## src/verilog/copper_pkg.sv

```systemverilog
// shared definitions for the copper subsystem
// opcode and sequencer state enums, bus widths,
// and the bit positions of each instruction field

package copper_pkg;

    // widths
    localparam int instr_w     = 16;
    localparam int reg_addr_w  = 6;
    localparam int raster_x_w  = 11;
    localparam int raster_y_w  = 10;
    localparam int prog_addr_w = 11;

    typedef enum logic [1:0] {
        op_set_target       = 2'd0,
        op_write_compressed = 2'd1,
        op_write_reg        = 2'd2,
        op_jump             = 2'd3
    } copper_op_e;

    typedef enum logic [1:0] {
        st_decode,
        st_data_fetch,
        st_raster_wait,
        st_prefetch
    } copper_state_e;

    // common opcode field
    localparam int op_msb = 15;
    localparam int op_lsb = 14;

    // set target: oo-wsvvv vvvvvvvv
    localparam int tgt_wait_bit = 12;
    localparam int tgt_sel_bit  = 11;
    localparam int tgt_val_msb  = 10;
    localparam int tgt_val_lsb  = 0;

    // write reg: ooiiynnn nnrrrrrr
    localparam int wr_inc_msb       = 13;
    localparam int wr_inc_lsb       = 12;
    localparam int wr_auto_wait_bit = 11;
    localparam int wr_count_msb     = 10;
    localparam int wr_count_lsb     = 6;
    localparam int wr_reg_msb       = 5;
    localparam int wr_reg_lsb       = 0;

    // compressed write: oo--yddd ddrrrrrr
    localparam int cw_auto_y_bit = 11;
    localparam int cw_data_msb   = 10;
    localparam int cw_data_lsb   = 6;

    // jump target
    localparam int jmp_msb = 10;
    localparam int jmp_lsb = 0;

endpackage

```

## src/verilog/raster_timer.sv

```systemverilog
// beam position generator
// wrapping horizontal and vertical counters plus the horizontal blanking flag

`timescale 1ns/1ps

module raster_timer import copper_pkg::*; #(
    parameter int h_total  = 64,
    parameter int v_total  = 32,
    parameter int h_active = 48
) (
    input  logic                  clk,
    input  logic                  arst_n,
    output logic [raster_x_w-1:0] raster_x,
    output logic [raster_y_w-1:0] raster_y,
    output logic                  h_blank
);

    localparam logic [raster_x_w-1:0] x_last = raster_x_w'(h_total - 1);
    localparam logic [raster_y_w-1:0] y_last = raster_y_w'(v_total - 1);

    always_ff @(posedge clk or negedge arst_n) begin
        if (!arst_n) begin
            raster_x <= '0;
            raster_y <= '0;
        end else if (raster_x == x_last) begin
            raster_x <= '0;
            // end of line, step to the next one
            if (raster_y == y_last) begin
                raster_y <= '0;
            end else begin
                raster_y <= raster_y + 1'b1;
            end
        end else begin
            raster_x <= raster_x + 1'b1;
        end
    end

    // right border and retrace
    assign h_blank = (raster_x >= raster_x_w'(h_active));

endmodule

```

## config.mk

```make
export PLATFORM = sky130hd
export DESIGN_NAME = raster_timer
export DESIGN_NICKNAME = d
export VERILOG_FILES = /design/src/verilog/copper_pkg.sv /design/src/verilog/raster_timer.sv
export SDC_FILE = /design/constraint.sdc
export NUM_CORES = 1
export LEC_CHECK = 0
export BUFFER_PORTS_ARGS = -buffer_cell sky130_fd_sc_hd__buf_2
export CAP_MARGIN = 5
export CORE_MARGIN = 2
export CORE_UTILIZATION = 38
export DETAILED_ROUTE_END_ITERATION = 8
export PLACE_DENSITY = 0.62
export REMOVE_ABC_BUFFERS = 1
export SKIP_CTS_REPAIR_TIMING = 1
export SLEW_MARGIN = 5
export SYNTH_ARGS = -nofsm -noshare
export SYNTH_HDL_FRONTEND = slang
export SYNTH_SLANG_ARGS = --single-unit
```

## constraint.sdc

```tcl
create_clock -name clk -period 1.8 [get_ports clk]
set_input_delay 0.09 -clock clk [delete_from_list [all_inputs] [get_ports clk]]
set_output_delay 0.09 -clock clk [all_outputs]
set_load 0.03 [all_outputs]
```

==> results by group <==
Run status
  • Status: finished, violations left
  • Failing checks: setup timing

Finish
  • Final std cells w/o fill: 158
  • Layout area overhead: 28.52%
  • Share of layout cells above drive strength 1: 32.81%
  • Ant diodes: 0
  • Filler instances: 242
  • Final nets: 134
  • Fin area: 0.001269 mm2

Route
  • DRC: 0
  • Routed Antenna Nets: 0
  • Vias/cell: 4.880
  • Routed WL: 1.921 mm
  • Vias: 771
  • Initial DRC count: 11
  • Avg WL per Cell: 12.16 um
  • Drt pass-1 iters: 4

Floorplanning
  • Die height: 54.97 um
  • Starting Density: 39.85%
  • Core footprint: 0.002477 mm2
  • Die width: 54.97 um
  • Row Count: 18
  • DIE AREA: 0.003022 mm2
  • I/O pin count: 24

Setup path
  • WS Path Type: register to register
  • Worst endpoint required time: 2.00 ns
  • FF-to-FF End: raster_y[5]
  • Worst path max stage delay: 0.56 ns
  • Slowest-stage cell, CP: or4_4
  • R2r worst-path depth: 4
  • Crit path DAT: 2.00 ns
  • FF-to-FF Start: raster_x[6]
  • FF-to-FF setup slack: -0.004 ns
  • CP Capture Type: register
  • CP Cell Sequence: or4_4 > nor4_4 > nand4_1 > mux2_1
  • Crit path launch type: register
  • CP max FO: 5

Timing
  • Skew final: 0.001769 ns
  • Fin. Hold Viols: 0
  • Fmax: 554.4 MHz
  • RSZ-0062 raised after global routing: yes
  • Period utilisation layout: 100.2%
  • Slew margin rel.: 69.04%
  • Worst setup margin: -0.003828 ns
  • Worst-Margin Slew: 0.4644 ns
  • Final setup vio count: 1
  • Crit path time final: 1.804 ns
  • Max-slew violation total from the final report: 0

CTS
  • Clock H-tree levels: 1
  • Total clock buffers created by CTS: 3
  • CTS tree: yes
  • Clock transition at path regs: 0.12 ns
  • Insertion delay to the later sink of the worst-skew pair: 0.30 ns
  • Clk sinks: 21
  • Bufs on Longest Clock Path: 2
  • CTS Root Cell: clkbuf_4

GRT
  • Grt met3 use: 2.419%
  • Largest net degree at the start of global routing: 22
  • Vias in the first global route: 619
  • Total GRT Usage: 13.76%
  • Met2 Use GR: 19.05%
  • Met1 Resource Use GR: 20.27%
  • First-pass GRT wire length: 2.856 mm
  • Remaining Overflow, GRT: 0
  • GRT busiest layer: met1
  • Initial antenna violation count: 0

Pwr
  • Pwr dens: 562.2 mW/mm2
  • Leak Pwr: 0.6770 nW
  • Peak VDD IR: 0.0003530 V

Synthesis
  • Post-synthesis sequential area ratio: 53.23%
  • Yosys warns: 0
  • Mapped cell area: 987.2 um2
  • Mean area per synthesized cell: 10.85 um2
  • Yosys reg bits: 21
  • Unique masters post-synth: 20
  • Cells after Synth: 91

Place
  • Placed Cells: 153
  • Placed Area: 0.001207 mm2
  • Pre-CTS WS: 0.01449 ns
  • HPWL Detailed: 1.379 mm
  • PortBufs: 23
  • Placer Congestion: 0.7574

Flow run
  • Max-cap violations: 0

Min path
  • Worst min-delay path class: input pin to asynchronous set/reset pin
[cell usage after synthesis (all sizes together)]
cell type   n  share of area (%)
nand3      10                5.1
buf         1               0.76
and2        1               0.63
and3        3                1.9
or4         1                1.1
xnor2      12                 11
inv         5                1.9
nand2       4                1.5
nor3        2                1.0
nor2       10                3.8
o21ai       3                1.5
and4        2                1.8
dfrtp      21                 53
a22o        1               0.89
xor2        3                2.7
nand4       5                3.2
nor4        1                2.2
ha          3                3.8
nor2b       2                1.3
mux2        1                1.1
[power breakdown]
part           total, mW  switching (mW)  leakage (nW)  internal [mW]
combinational     0.0112         0.00899         0.383        0.00220
sequential         0.472               0         0.279          0.472
clock              0.230           0.144        0.0150         0.0863
total              0.713           0.153         0.677          0.560
[layer usage]
metal / up-vias / wire [um]
li1: 387 / -
met1: 364 / 1001
met2: 18 / 810
met3: 2 / 99
met4: 0 / 10
met5: - / 0
[cell type report]
class                      instances  area (um2)  share of cell area [%]
timing repair buffer              34       200.2                   15.78
multi-input combinational         64       460.4                   36.29
inverter                           5       18.77                   1.479
sequential                        21       525.5                   41.42
tap                               30       37.54                   2.959
clock buffer                       4       26.28                   2.071
[metrics by stage]
stage	TNS, ns	hold WS, ns	util, %	power, mW
6_report	-0.003828	0.2664	51.21	0.7132
5_1_grt	-0.6962	0.2939	51.21	0.7510
4_1_cts	-0.008091	-0.2679	49.80	0.7234
3_5_place_dp	0	0.07634	48.74	0.4913
3_3_place_gp	0	0.07327	48.74	0.4911
2_1_floorplan	-2.314	-0.2056	-	0.4808
[flip-flops by register name, indices dropped and copies added (netlist names)]
| name | flops |
|---|---|
| raster_x | 11 |
| raster_y | 10 |
[logic make-up (layout without fill, tap and decap cells)]
kind of cell / count (synthesis) / count (layout) / synth area share (%)
buffers and inverters: 6 / 43 / 2.662
and+or+nand+nor: 41 / 41 / 23.45
adders and majority gates: 3 / 3 / 3.803
xor gates and xnor gates: 15 / 15 / 13.31
DFF: 21 / 21 / 53.23
muxes: 1 / 1 / 1.141
AOI/OAI and AO/OA: 4 / 4 / 2.408
[cell usage in the layout, fill, tap and decap left out, drive strengths merged]
master / netlist / layout
buf: 1 / 33
dfrtp: 21 / 21
xnor2: 12 / 12
nor2: 10 / 10
nand3: 10 / 10
inv: 5 / 5
nand4: 5 / 5
nand2: 4 / 4
clkbuf: 0 / 4
xor2: 3 / 3
and3: 3 / 3
ha: 3 / 3
o21ai: 3 / 3
nor2b: 2 / 2
nor3: 2 / 2
and4: 2 / 2
or4: 1 / 1
nor4: 1 / 1
and2: 1 / 1
mux2: 1 / 1
a22o: 1 / 1
dlygate4sd3: 0 / 1
[how the worst max path moves through the flow]
stage / startpoint / end / slack [ns] / cells past startpoint
floorplan: raster_x[6] / raster_y[5] / -0.40 / 4
global placement: raster_x[6] / raster_y[5] / 0.08 / 4
detailed placement: raster_x[6] / raster_y[5] / 0.01 / 4
CTS: raster_x[6] / raster_y[5] / -0.008 / 4
global route: raster_x[6] / raster_y[8] / -0.12 / 5
finish: raster_x[6] / raster_y[5] / -0.004 / 4
[critical path: cells and delay by family, from the launching register on]
| family | cells | cell delay, ns |
|---|---|---|
| flops | 1 | 0.40 |
| mux | 1 | 0.33 |
| simple gates | 3 | 0.98 |
Note: power is estimated with default switching activity, not from simulation.
