--- config.mk ---
export PLATFORM = sky130hd
export DESIGN_NAME = vdp_reg_bank
export DESIGN_NICKNAME = d
export VERILOG_FILES = /design/src/verilog/copper_pkg.sv /design/src/verilog/vdp_reg_bank.sv
export SDC_FILE = /design/constraint.sdc
export NUM_CORES = 2
export LEC_CHECK = 0
export ABC_AREA = 0
export BUFFER_PORTS_ARGS = -buffer_cell sky130_fd_sc_hd__buf_2
export CAP_MARGIN = 40
export CORE_MARGIN = 2
export CORE_UTILIZATION = 40
export DETAILED_ROUTE_END_ITERATION = 8
export PLACE_DENSITY = 0.61
export REMOVE_ABC_BUFFERS = 1
export SLEW_MARGIN = 25
export SYNTH_ARGS = -nofsm -noshare
export SYNTH_HDL_FRONTEND = slang
export SYNTH_SLANG_ARGS = --single-unit
--- constraint.sdc ---
create_clock -name clk -period 5.6 [get_ports clk]
set_input_delay 0.84 -clock clk [delete_from_list [all_inputs] [get_ports clk]]
set_output_delay 0.84 -clock clk [all_outputs]
set_load 0.05 [all_outputs]
--- src/verilog/copper_pkg.sv ---
// shared definitions for the copper subsystem
// opcode and sequencer state enums, bus widths,
// and the bit positions of each instruction field

package copper_pkg;

    // widths
    localparam int instr_w     = 16;
    localparam int reg_addr_w  = 6;
    localparam int raster_x_w  = 11;
    localparam int raster_y_w  = 10;
    localparam int prog_addr_w = 11;

    typedef enum logic [1:0] {
        op_set_target       = 2'd0,
        op_write_compressed = 2'd1,
        op_write_reg        = 2'd2,
        op_jump             = 2'd3
    } copper_op_e;

    typedef enum logic [1:0] {
        st_decode,
        st_data_fetch,
        st_raster_wait,
        st_prefetch
    } copper_state_e;

    // common opcode field
    localparam int op_msb = 15;
    localparam int op_lsb = 14;

    // set target: oo-wsvvv vvvvvvvv
    localparam int tgt_wait_bit = 12;
    localparam int tgt_sel_bit  = 11;
    localparam int tgt_val_msb  = 10;
    localparam int tgt_val_lsb  = 0;

    // write reg: ooiiynnn nnrrrrrr
    localparam int wr_inc_msb       = 13;
    localparam int wr_inc_lsb       = 12;
    localparam int wr_auto_wait_bit = 11;
    localparam int wr_count_msb     = 10;
    localparam int wr_count_lsb     = 6;
    localparam int wr_reg_msb       = 5;
    localparam int wr_reg_lsb       = 0;

    // compressed write: oo--yddd ddrrrrrr
    localparam int cw_auto_y_bit = 11;
    localparam int cw_data_msb   = 10;
    localparam int cw_data_lsb   = 6;

    // jump target
    localparam int jmp_msb = 10;
    localparam int jmp_lsb = 0;

endpackage

--- src/verilog/vdp_reg_bank.sv ---
// display register bank
// write FIFO drained only during horizontal blanking, one credit per commit,
// 64 x 16 register array with combinational readback

`timescale 1ns/1ps

module vdp_reg_bank import copper_pkg::*; #(
    parameter int credits = 4
) (
    input  logic                  clk,
    input  logic                  arst_n,
    input  logic                  h_blank,
    input  logic                  wr_valid,
    input  logic [reg_addr_w-1:0] wr_addr,
    input  logic [instr_w-1:0]    wr_data,
    output logic                  credit_return,
    input  logic [reg_addr_w-1:0] rd_addr,
    output logic [instr_w-1:0]    rd_data
);

    localparam int ptr_w = (credits > 1) ? $clog2(credits) : 1;
    localparam int cnt_w = $clog2(credits + 1);
    localparam logic [ptr_w-1:0] ptr_last = ptr_w'(credits - 1);

    logic [reg_addr_w-1:0] fifo_addr [credits];
    logic [instr_w-1:0]    fifo_data [credits];
    logic [ptr_w-1:0]      wr_ptr, rd_ptr;
    logic [cnt_w-1:0]      count;
    logic [instr_w-1:0]    regs [2**reg_addr_w];
    logic                  pop;

    // sender holds a credit for every push, so no full check
    assign pop           = h_blank && (count != '0);
    assign credit_return = pop;

    always_ff @(posedge clk) begin
        if (wr_valid) begin
            fifo_addr[wr_ptr] <= wr_addr;
            fifo_data[wr_ptr] <= wr_data;
        end
    end

    always_ff @(posedge clk or negedge arst_n) begin
        if (!arst_n) begin
            wr_ptr <= '0;
            rd_ptr <= '0;
            count  <= '0;
        end else begin
            if (wr_valid) begin
                wr_ptr <= (wr_ptr == ptr_last) ? '0 : wr_ptr + 1'b1;
            end
            if (pop) begin
                rd_ptr <= (rd_ptr == ptr_last) ? '0 : rd_ptr + 1'b1;
            end
            if (wr_valid && !pop) begin
                count <= count + 1'b1;
            end else if (!wr_valid && pop) begin
                count <= count - 1'b1;
            end
        end
    end

    // commit in order while the beam is outside the active area
    always_ff @(posedge clk or negedge arst_n) begin
        if (!arst_n) begin
            for (int i = 0; i < 2**reg_addr_w; i++) begin
                regs[i] <= '0;
            end
        end else if (pop) begin
            regs[fifo_addr[rd_ptr]] <= fifo_data[rd_ptr];
        end
    end

    assign rd_data = regs[rd_addr];

endmodule

==> results_dict.tcl <==
set metrics [dict create \
    fin_nets 3531 \
    wl_um 143000 \
    cts-root-buf "clkbuf_16" \
    syn_area_mm2 0.0503 \
    hold-worst-slack_ps 163 \
    synth_seq_area_share_pct 56.5 \
    grt_max_degree 164 \
    max_slew.worst_pin.slew_ps 923 \
    leakagePower_nw 25.1 \
    fmax_mhz 224 \
    ctsHoldBuffers 0 \
    required_ps 4760 \
    use_met2_pct 34.8 \
    hold_class "in2async" \
    crit_fanout 40 \
    yosys-top-cells-area "dfrtp_1 (51%), mux2_2 (18%), mux4_2 (9.4%)" \
    io_pins 49 \
    met3_usage_pct 4.07 \
    synthFlopType "dfrtp_1" \
    start_util_pct 40.2 \
    numPortBuffers 48 \
    slew-limit-headroom_pct 38.4 \
    critPathArrivalTime_ps 3620 \
    drive_gt1_share_pct 40.9 \
    end_kind "output pin" \
    post-place-cells 5020 \
    gr-max-usage-layer "met2" \
    place.gp.congestion 0.887 \
    met1_usage_pct 31.6 \
    avgViaCountPerCell 5.75 \
    cap_violations 0 \
    h-tree-depth 3 \
    pre_cts_ws_ps 1170 \
    syn_area_per_cell_um2 14.3 \
    critical_path_class "in2out" \
    dieHeight_um 359 \
    cts_buffers 118 \
    syn_inst 3513 \
    setup_ws_ps 1140 \
    synth_edf_count 88 \
    peakVddDrop_uv 341 \
    synthToLayoutAreaGrowth_pct 12.1 \
    final.period_utilization_pct 79.7 \
    clk_pin_slew_ps 60 \
    clock_sinks 1119 \
    instances_no_fill 5245 \
    clock_latency_ps 730 \
    place_area_mm2 0.0523 \
    synth_commonest_cells "dfrtp_1 (1,031), mux2_2 (797), nand2_1 (317)" \
    final_util_pct 45.1 \
    yosysUniqueCellTypes 58 \
    setup_viol 0 \
    rsz0062_at_grt "no" \
    post_cts_buffers 0 \
    pwr_density_cell_mw_per_mm2 544 \
    grt_pass1_vias 30773 \
    clockBufferDepth 3 \
    die_area_mm2 0.129 \
    cts_tree "done" \
    synth_top_area_cell "dfrtp_1" \
    globalRouteOverflowTotal 0 \
    drt_iter0_markers 2485 \
    fillers 11166 \
    wire_per_inst_um 27.3 \
    netlist.area_leader.share_pct 51.3 \
    fin_area_mm2 0.0564 \
    layout_min_cycle_time_ps 4460 \
    async_flop_share_pct 92.1 \
    ys_ff_latch 1119 \
    cts_resized 0 \
    drv_slew 0 \
    postRouteAntennaNets 0 \
    vias 30165 \
    status "finished clean" \
    drc 0 \
    dr.pass1.iters 5 \
    start_kind "input pin" \
    antenna_found_initial 8 \
    hold_viol 0 \
    yosysMostFrequentCell "dfrtp_1" \
    yosysWarnings 0 \
    num_rows 130 \
    grtUsageTotal_pct 22.5 \
    die_w_um 359 \
    coreArea_mm2 0.125 \
    place_hpwl_um 88100 \
    final.setup.tns_ps 0 \
    fin_skew_ps 26.5 \
    p_total_mw 30.7 \
    grt_pass1_wl_um 213000 \
]
-- sequential cells by signal, summed over array words and instances (netlist names) --
signal / flops
count: 3
fifo_addr: 24
fifo_data: 64
rd_ptr: 2
regs: 1024
wr_ptr: 2
-- logic make-up (layout without fill, tap and decap cells) --
group	Yosys count	count (layout)	synth area share, %
compound gates	468	468	5.40
xor+xnor	3	3	0.0522
fa+ha+maj	7	7	0.189
buf+inv	305	384	2.91
flops	1119	1119	56.5
mux	1124	1124	29.6
other cells	0	3	0
simple gates	487	487	5.31
-- layout make-up --
type,count,area (um^2),area share [%]
clock buffers,181,3580,6.35
clock inverters,39,504,0.894
inverters,5,18.8,0.0333
diodes,3,7.51,0.0133
flip-flops and latches,1119,28400,50.4
multi-input cells,2089,20500,36.3
repair buffers,159,1310,2.32
well taps,1650,2060,3.66
-- worst paths after layout --
check	from	endpoint	slack [ps]	cells after the start
worst max-delay path	rd_addr[0]	rd_data[8]	1140	7
worst min-delay path	arst_n	regs[324]	160	1
worst max register to register	rd_ptr[0]	regs[812]	2030	7
worst min register to register	regs[465]	regs[465]	480	2
max in group asynchronous	arst_n	regs[37]	4080	2
min in group clk	wr_data[11]	fifo_data[3][11]	330	1
-- worst max-delay path, cell delays in order --
cell	delay [ps]
buf_8	390
buf_12	330
mux4_2	600
a22oi_1	560
nand2_1	210
and4b_1	330
buf_2	250
-- metal layers --
| layer | share of wire, % | wire length, um |
|---|---|---|
| met2 | 46 | 65800 |
| met1 | 44 | 63500 |
| met5 | 0.022 | 31 |
| met3 | 5.8 | 8290 |
| met4 | 4.0 | 5670 |
-- where the power goes --
| part | switching (mW) | total, mW | internal [mW] |
|---|---|---|---|
| clock | 3.35 | 8.16 | 4.81 |
| combinational | 5.55 | 9.57 | 4.02 |
| sequential | 1.56 | 12.9 | 11.4 |
-- layout by cell type (no fill, tap or decap), types with 8 or more instances in the layout --
| cell | netlist | layout |
|---|---|---|
| o21ai_2 | 0 | 9 |
| edfxtp_1 | 88 | 88 |
| a22oi_1 | 42 | 42 |
| o32ai_1 | 13 | 13 |
| mux2i_1 | 110 | 110 |
| mux4_2 | 211 | 211 |
| clkinv_2 | 0 | 20 |
| nand4_1 | 17 | 17 |
| clkbuf_8 | 0 | 36 |
| nand2_1 | 317 | 317 |
| nand3_1 | 10 | 10 |
| o21ai_0 | 274 | 258 |
| nor3_1 | 9 | 9 |
| buf_2 | 27 | 45 |
| a21oi_1 | 24 | 24 |
| buf_4 | 26 | 91 |
| bufinv_16 | 0 | 9 |
| nor2_1 | 13 | 13 |
| and4b_1 | 9 | 9 |
| dfrtp_1 | 1031 | 1029 |
| nor2_8 | 8 | 8 |
| buf_12 | 0 | 13 |
| a211oi_1 | 24 | 24 |
| nor2_4 | 38 | 38 |
| clkbuf_16 | 0 | 120 |
| clkbuf_1 | 199 | 26 |
| a221oi_1 | 8 | 8 |
| o22ai_1 | 62 | 62 |
| o21a_2 | 0 | 16 |
| mux2_2 | 797 | 797 |
(Power assumes the default switching activity.)
