--- src/verilog/copper_pkg.sv ---
// shared definitions for the copper subsystem
// opcode and sequencer state enums, bus widths,
// and the bit positions of each instruction field

package copper_pkg;

    // widths
    localparam int instr_w     = 16;
    localparam int reg_addr_w  = 6;
    localparam int raster_x_w  = 11;
    localparam int raster_y_w  = 10;
    localparam int prog_addr_w = 11;

    typedef enum logic [1:0] {
        op_set_target       = 2'd0,
        op_write_compressed = 2'd1,
        op_write_reg        = 2'd2,
        op_jump             = 2'd3
    } copper_op_e;

    typedef enum logic [1:0] {
        st_decode,
        st_data_fetch,
        st_raster_wait,
        st_prefetch
    } copper_state_e;

    // common opcode field
    localparam int op_msb = 15;
    localparam int op_lsb = 14;

    // set target: oo-wsvvv vvvvvvvv
    localparam int tgt_wait_bit = 12;
    localparam int tgt_sel_bit  = 11;
    localparam int tgt_val_msb  = 10;
    localparam int tgt_val_lsb  = 0;

    // write reg: ooiiynnn nnrrrrrr
    localparam int wr_inc_msb       = 13;
    localparam int wr_inc_lsb       = 12;
    localparam int wr_auto_wait_bit = 11;
    localparam int wr_count_msb     = 10;
    localparam int wr_count_lsb     = 6;
    localparam int wr_reg_msb       = 5;
    localparam int wr_reg_lsb       = 0;

    // compressed write: oo--yddd ddrrrrrr
    localparam int cw_auto_y_bit = 11;
    localparam int cw_data_msb   = 10;
    localparam int cw_data_lsb   = 6;

    // jump target
    localparam int jmp_msb = 10;
    localparam int jmp_lsb = 0;

endpackage

--- src/verilog/copper_sequencer.sv ---
// copper instruction sequencer
// fetch, decode and raster wait FSM, batched register writes,
// credit counter for the write channel to the register bank

`timescale 1ns/1ps

module copper_sequencer import copper_pkg::*; #(
    parameter int credits = 4
) (
    input  logic                   clk,
    input  logic                   arst_n,
    input  logic                   enable,
    input  logic [raster_x_w-1:0]  raster_x,
    input  logic [raster_y_w-1:0]  raster_y,
    output logic [prog_addr_w-1:0] ram_addr,
    output logic                   ram_en,
    input  logic [instr_w-1:0]     ram_data,
    output logic                   wr_valid,
    output logic [reg_addr_w-1:0]  wr_addr,
    output logic [instr_w-1:0]     wr_data,
    input  logic                   credit_return
);

    localparam int credit_w = $clog2(credits + 1);

    copper_state_e          state_q, state_d;
    copper_op_e             op, op_q, op_d;
    logic [prog_addr_w-1:0] pc_q, pc_d;
    logic [raster_x_w-1:0]  target_x_q, target_x_d;
    logic [raster_y_w-1:0]  target_y_q, target_y_d;
    logic [4:0]             batch_cnt_q, batch_cnt_d;
    logic [1:0]             wr_cnt_q, wr_cnt_d;
    logic [credit_w-1:0]    credit_cnt;

    // write reg fields held while the data words stream
    logic [reg_addr_w-1:0]  wr_reg_q;
    logic [1:0]             inc_mode_q;
    logic                   auto_wait_q;
    logic                   ld_write_reg;

    logic                   issue;
    logic [reg_addr_w-1:0]  issue_addr;
    logic [instr_w-1:0]     issue_data;
    logic [1:0]             reg_offset;
    logic                   batch_done;
    logic                   target_hit;
    logic                   credit_ok;

    assign op         = copper_op_e'(ram_data[op_msb:op_lsb]);
    assign target_hit = (target_x_q == raster_x) && (target_y_q == raster_y);
    assign credit_ok  = (credit_cnt != '0);

    // batch size from increment mode, mode 3 behaves as mode 0
    always_comb begin
        case (inc_mode_q)
            2'd1: begin
                reg_offset = {1'b0, wr_cnt_q[0]};
                batch_done = wr_cnt_q[0];
            end
            2'd2: begin
                reg_offset = wr_cnt_q;
                batch_done = (wr_cnt_q == 2'd3);
            end
            default: begin
                reg_offset = 2'd0;
                batch_done = 1'b1;
            end
        endcase
    end

    always_comb begin
        state_d      = state_q;
        op_d         = op_q;
        pc_d         = pc_q;
        target_x_d   = target_x_q;
        target_y_d   = target_y_q;
        batch_cnt_d  = batch_cnt_q;
        wr_cnt_d     = wr_cnt_q;
        ld_write_reg = 1'b0;
        issue        = 1'b0;
        issue_addr   = wr_reg_q + reg_addr_w'(reg_offset);
        issue_data   = ram_data;

        if (!enable) begin
            state_d     = st_prefetch;
            pc_d        = '0;
            target_x_d  = '0;
            target_y_d  = '0;
            batch_cnt_d = '0;
            wr_cnt_d    = '0;
        end else begin
            case (state_q)
                st_decode: begin
                    op_d = op;
                    case (op)
                        op_set_target: begin
                            if (ram_data[tgt_sel_bit]) begin
                                target_y_d = ram_data[raster_y_w-1:0];
                            end else begin
                                target_x_d = ram_data[tgt_val_msb:tgt_val_lsb];
                            end
                            if (ram_data[tgt_wait_bit]) begin
                                state_d = st_raster_wait;
                            end else begin
                                pc_d = pc_q + 1'b1;
                            end
                        end
                        op_write_compressed: begin
                            // hold here until the bank has room
                            if (credit_ok) begin
                                issue      = 1'b1;
                                issue_addr = ram_data[wr_reg_msb:wr_reg_lsb];
                                issue_data = instr_w'(ram_data[cw_data_msb:cw_data_lsb]);
                                if (ram_data[cw_auto_y_bit]) begin
                                    target_y_d = raster_y + 1'b1;
                                end
                                pc_d = pc_q + 1'b1;
                            end
                        end
                        op_write_reg: begin
                            ld_write_reg = 1'b1;
                            batch_cnt_d  = ram_data[wr_count_msb:wr_count_lsb];
                            wr_cnt_d     = '0;
                            state_d      = st_data_fetch;
                            pc_d         = pc_q + 1'b1;
                        end
                        default: begin
                            pc_d    = ram_data[jmp_msb:jmp_lsb];
                            state_d = st_prefetch;
                        end
                    endcase
                end
                st_data_fetch: begin
                    if (credit_ok) begin
                        issue    = 1'b1;
                        wr_cnt_d = wr_cnt_q + 1'b1;
                        if (!batch_done) begin
                            pc_d = pc_q + 1'b1;
                        end else if (batch_cnt_q == '0) begin
                            state_d = st_decode;
                            pc_d    = pc_q + 1'b1;
                        end else begin
                            batch_cnt_d = batch_cnt_q - 1'b1;
                            if (auto_wait_q) begin
                                // next batch on the following line
                                target_y_d = raster_y + 1'b1;
                                state_d    = st_raster_wait;
                            end else begin
                                pc_d = pc_q + 1'b1;
                            end
                        end
                    end
                end
                st_raster_wait: begin
                    if (target_hit) begin
                        if (op_q == op_write_reg && auto_wait_q) begin
                            state_d = st_data_fetch;
                        end else begin
                            state_d = st_decode;
                        end
                        pc_d = pc_q + 1'b1;
                    end
                end
                default: begin
                    state_d = st_decode;
                end
            endcase
        end
    end

    always_ff @(posedge clk or negedge arst_n) begin
        if (!arst_n) begin
            state_q     <= st_prefetch;
            op_q        <= op_set_target;
            pc_q        <= '0;
            target_x_q  <= '0;
            target_y_q  <= '0;
            batch_cnt_q <= '0;
            wr_cnt_q    <= '0;
            wr_valid    <= 1'b0;
        end else begin
            state_q     <= state_d;
            op_q        <= op_d;
            pc_q        <= pc_d;
            target_x_q  <= target_x_d;
            target_y_q  <= target_y_d;
            batch_cnt_q <= batch_cnt_d;
            wr_cnt_q    <= wr_cnt_d;
            wr_valid    <= issue;
        end
    end

    // credits keep counting with enable low, entries may still be draining
    always_ff @(posedge clk or negedge arst_n) begin
        if (!arst_n) begin
            credit_cnt <= credit_w'(credits);
        end else if (issue && !credit_return) begin
            credit_cnt <= credit_cnt - 1'b1;
        end else if (!issue && credit_return) begin
            credit_cnt <= credit_cnt + 1'b1;
        end
    end

    always_ff @(posedge clk) begin
        if (ld_write_reg) begin
            wr_reg_q    <= ram_data[wr_reg_msb:wr_reg_lsb];
            inc_mode_q  <= ram_data[wr_inc_msb:wr_inc_lsb];
            auto_wait_q <= ram_data[wr_auto_wait_bit];
        end
        if (issue) begin
            wr_addr <= issue_addr;
            wr_data <= issue_data;
        end
    end

    // address the next pc so data matches pc in the following cycle
    assign ram_addr = pc_d;
    assign ram_en   = enable;

endmodule

--- config.mk ---
export PLATFORM = sky130hd
export DESIGN_NAME = copper_sequencer
export DESIGN_NICKNAME = d
export VERILOG_FILES = /design/src/verilog/copper_pkg.sv /design/src/verilog/copper_sequencer.sv
export SDC_FILE = /design/constraint.sdc
export NUM_CORES = 1
export LEC_CHECK = 0
export CORE_MARGIN = 10
export CORE_UTILIZATION = 25
export CTS_BUF_LIST = sky130_fd_sc_hd__clkbuf_2 sky130_fd_sc_hd__clkbuf_4 sky130_fd_sc_hd__clkbuf_8
export DETAILED_ROUTE_END_ITERATION = 8
export DONT_BUFFER_PORTS = 1
export PLACE_DENSITY = 0.49
export SYNTH_ARGS = -nofsm -noshare
export SYNTH_HDL_FRONTEND = slang
export SYNTH_SLANG_ARGS = --single-unit
export TNS_END_PERCENT = 20
--- constraint.sdc ---
create_clock -name clk -period 4.81 [get_ports clk]
set_input_delay 0.2405 -clock clk [delete_from_list [all_inputs] [get_ports clk]]
set_output_delay 0.2405 -clock clk [all_outputs]
set_load 0.01 [all_outputs]
==> run summary <==
Top FF cell, synth - dfrtp_1
Die W - 159 µm
Detail Route Antenna Nets - 0
Avg Cell Area, Syn - 9.31 µm²
first-pass GRT wire length - 24.8 mm
DR vias/cell - 5.15
initial DRC count - 335
CTS sink cnt - 78
Setup Total Neg Slack - 0 ps
largest net degree at the start of global routing - 48
wire length per cell - 20.8 µm
H-tree levels - 3
RSZ-0062 raised after global routing - no
drt pass-1 iters - 5
worst-path maximum fanout - 28
Arr. time, crit path - 3550 ps
Fin Hold WS - 18.3 ps
Longest Clk Path Bufs - 2
count of yosys warnings during synthesis - 0
Worst path max stage delay - 830 ps
CTS buffer count - 9
Mapped Cells - 518
cts-stage hold buffer count - 18
Final Critical Period - 3240 ps
CTS root buffer - clkbuf_8
Worst slew margin - 0.393
core box area - 18800 µm²
Setup crit start kind - flip-flop
Non-Filler Instances - 785
async set-reset flop share out of synthesis - 0.603
post-placement cell count - 751
EDFF count, synth - 31
sequential share of the synthesized area - 0.437
Crit Path Class - reg2reg
critical-path cell list - nand2b_1, o21ai_1, buf_4, nand2_1, nor2_2, buf_4, ha_1, inv_1, fa_1, xor2_1, nor2_1, xor2_1
Final setup viols - 0
chip height - 159 µm
Tot GR Track Use - 0.126
gr ovfl total - 0
Place WS - 1610 ps
status - finished clean
Mapped Area - 4820 µm²
syn_nets - 571
post-CTS sizing - 0
Initial Util - 0.256
initial antenna violation count - 1
final hold violations - 0
fin crit share - 0.674
Tot Pwr - 1.76 mW
layout net count - 573
layout cell share with drive strength beyond 1 - 0.0838
DRC errors left - 0
Pwr Density - 323 nW/µm²
WL final - 16.4 mm
Setup crit end kind - flip-flop
io pins - 76
HPWL Detailed - 11.1 mm
Worst-Skew Late Latency - 380 ps
Req. time, crit path - 5120 ps
ant diodes - 0
Vias - 4043
Tightest Hold Check Type - in2reg
fin. max-slew vios - 0
Clock Pin Slew Worst Setup and Hold Paths - 90 ps
Rows - 50
Yosys cell types - 63
IO buf count - 0
Area Growth Syn to Fin - 12.8%
die footprint - 25300 µm²
flops & latches, synth - 78
Max-cap violations - 0
peak supply drop - 0.000117 V
Layout Skew - 13.9 ps
gpl congestion - 0.866
LEAKAGE - 2.01 nW
fmax - 309 MHz
TritonCTS clock tree - built
# Post-CTS Setup Buffers - 0
Worst path slowest cell - dfstp_2
vias in the first global route - 3811
Worst-Margin Slew - 907 ps
post-route worst setup slack - 1570 ps
## per-stage QoR
stage          utilization  area, µm²
2_1_floorplan            -       4820
3_3_place_gp         0.268       5040
3_5_place_dp         0.268       5040
4_1_cts              0.289       5440
5_1_grt              0.289       5440
6_report             0.289       5440
## final timing paths
path | end | from | cells after the start | slack, ps
min | wr_cnt_q[1] | enable | 1 | 20
min reg2reg | op_q[1] | op_q[1] | 2 | 490
max in group asynchronous | state_q[0] | arst_n | 2 | 4130
max | credit_cnt[2] | state_q[0] | 12 | 1570
max reg2reg | credit_cnt[2] | state_q[0] | 12 | 1570
min in group asynchronous | credit_cnt[1] | arst_n | 2 | 400
## cell families after synthesis
group	after synthesis	synth area share
mux	8	0.0184
fa+ha+maj	12	0.0342
flops	78	0.438
buf+inv	46	0.0407
xor+xnor	42	0.0762
compound gates	145	0.202
simple gates	187	0.191
## flip-flops by register name, indices dropped and copies added, names as in the netlist, 3 cells and up
register and count:
wr_data 16, pc_q 11, target_x_q 11, target_y_q 10, wr_addr 6, wr_reg_q 6
batch_cnt_q 5, credit_cnt 3
## layout by cell type, fill, tap and decap left out, types with 10 or more instances in the layout
| cell type | count |
|---|---|
| o21ai_0 | 39 |
| nor2_1 | 43 |
| a22o_1 | 15 |
| nand2_1 | 60 |
| and2_1 | 10 |
| nor3_1 | 12 |
| ha_1 | 10 |
| xnor2_1 | 22 |
| edfxtp_1 | 31 |
| xor2_1 | 20 |
| dlygate4sd3_1 | 17 |
| nand3_1 | 18 |
| dfrtp_1 | 44 |
| inv_1 | 15 |
| a21oi_1 | 25 |
## metal layers
layer / vias to the layer above / global-route usage / part of all wire
met4: 0 / 0.0295 / 0.012
met3: 14 / 0.0408 / 0.074
met1: 1999 / 0.167 / 0.45
met2: 143 / 0.196 / 0.46
met5: - / 0 / 0
li1: 1887 / - / -
## worst max-delay path: cells and delay by family (launching register included)
| family | cells | cell delay, ps |
|---|---|---|
| AO/OA/AOI/OAI | 1 | 170 |
| AND/OR/NAND/NOR | 4 | 620 |
| buffers and inverters | 3 | 610 |
| XOR/XNOR | 2 | 320 |
| flip-flops | 1 | 830 |
| adder cells (fa/ha/maj) | 2 | 620 |
## final cells by class
type	count	area, µm²
clock buffer	9	124
clock inverter	7	80.1
fill	1988	13400
inverter	15	56.3
multi-input combinational	394	2520
sequential	78	2110
tap	260	325
timing repair buffer	22	228
## report_power, final
group | internal, mW | switching (mW)
Sequential | 0.762 | 0.0733
Combinational | 0.159 | 0.240
Clock | 0.247 | 0.277
## synth_stat cells (3+ instances only)
cell type | n | area [µm²]
or2_2 | 3 | 18.8
nand2b_1 | 5 | 31.3
a31oi_1 | 9 | 56.3
inv_1 | 15 | 56.3
dfstp_2 | 3 | 78.8
o22ai_1 | 7 | 43.8
or3_1 | 3 | 18.8
and2_1 | 10 | 62.6
nand3_1 | 18 | 90.1
nand2_1 | 60 | 225
buf_2 | 12 | 60.1
o21ai_1 | 3 | 15.0
xnor2_1 | 22 | 193
dfrtp_1 | 44 | 1100
a21oi_1 | 25 | 125
o32ai_1 | 3 | 26.3
a22oi_1 | 5 | 37.5
nor2b_1 | 7 | 43.8
o221ai_1 | 4 | 35.0
xor2_1 | 20 | 175
edfxtp_1 | 31 | 931
and3_1 | 9 | 56.3
a211oi_1 | 4 | 30.0
ha_1 | 10 | 125
clkbuf_1 | 15 | 56.3
nor2_1 | 44 | 165
mux2_2 | 7 | 78.8
nor3b_1 | 3 | 22.5
o21ai_0 | 39 | 195
o31ai_1 | 3 | 22.5
nand4_1 | 4 | 25.0
o211ai_1 | 8 | 60.1
a22o_1 | 15 | 131
nor3_1 | 12 | 60.1
Power figures use the tool's default switching activity.
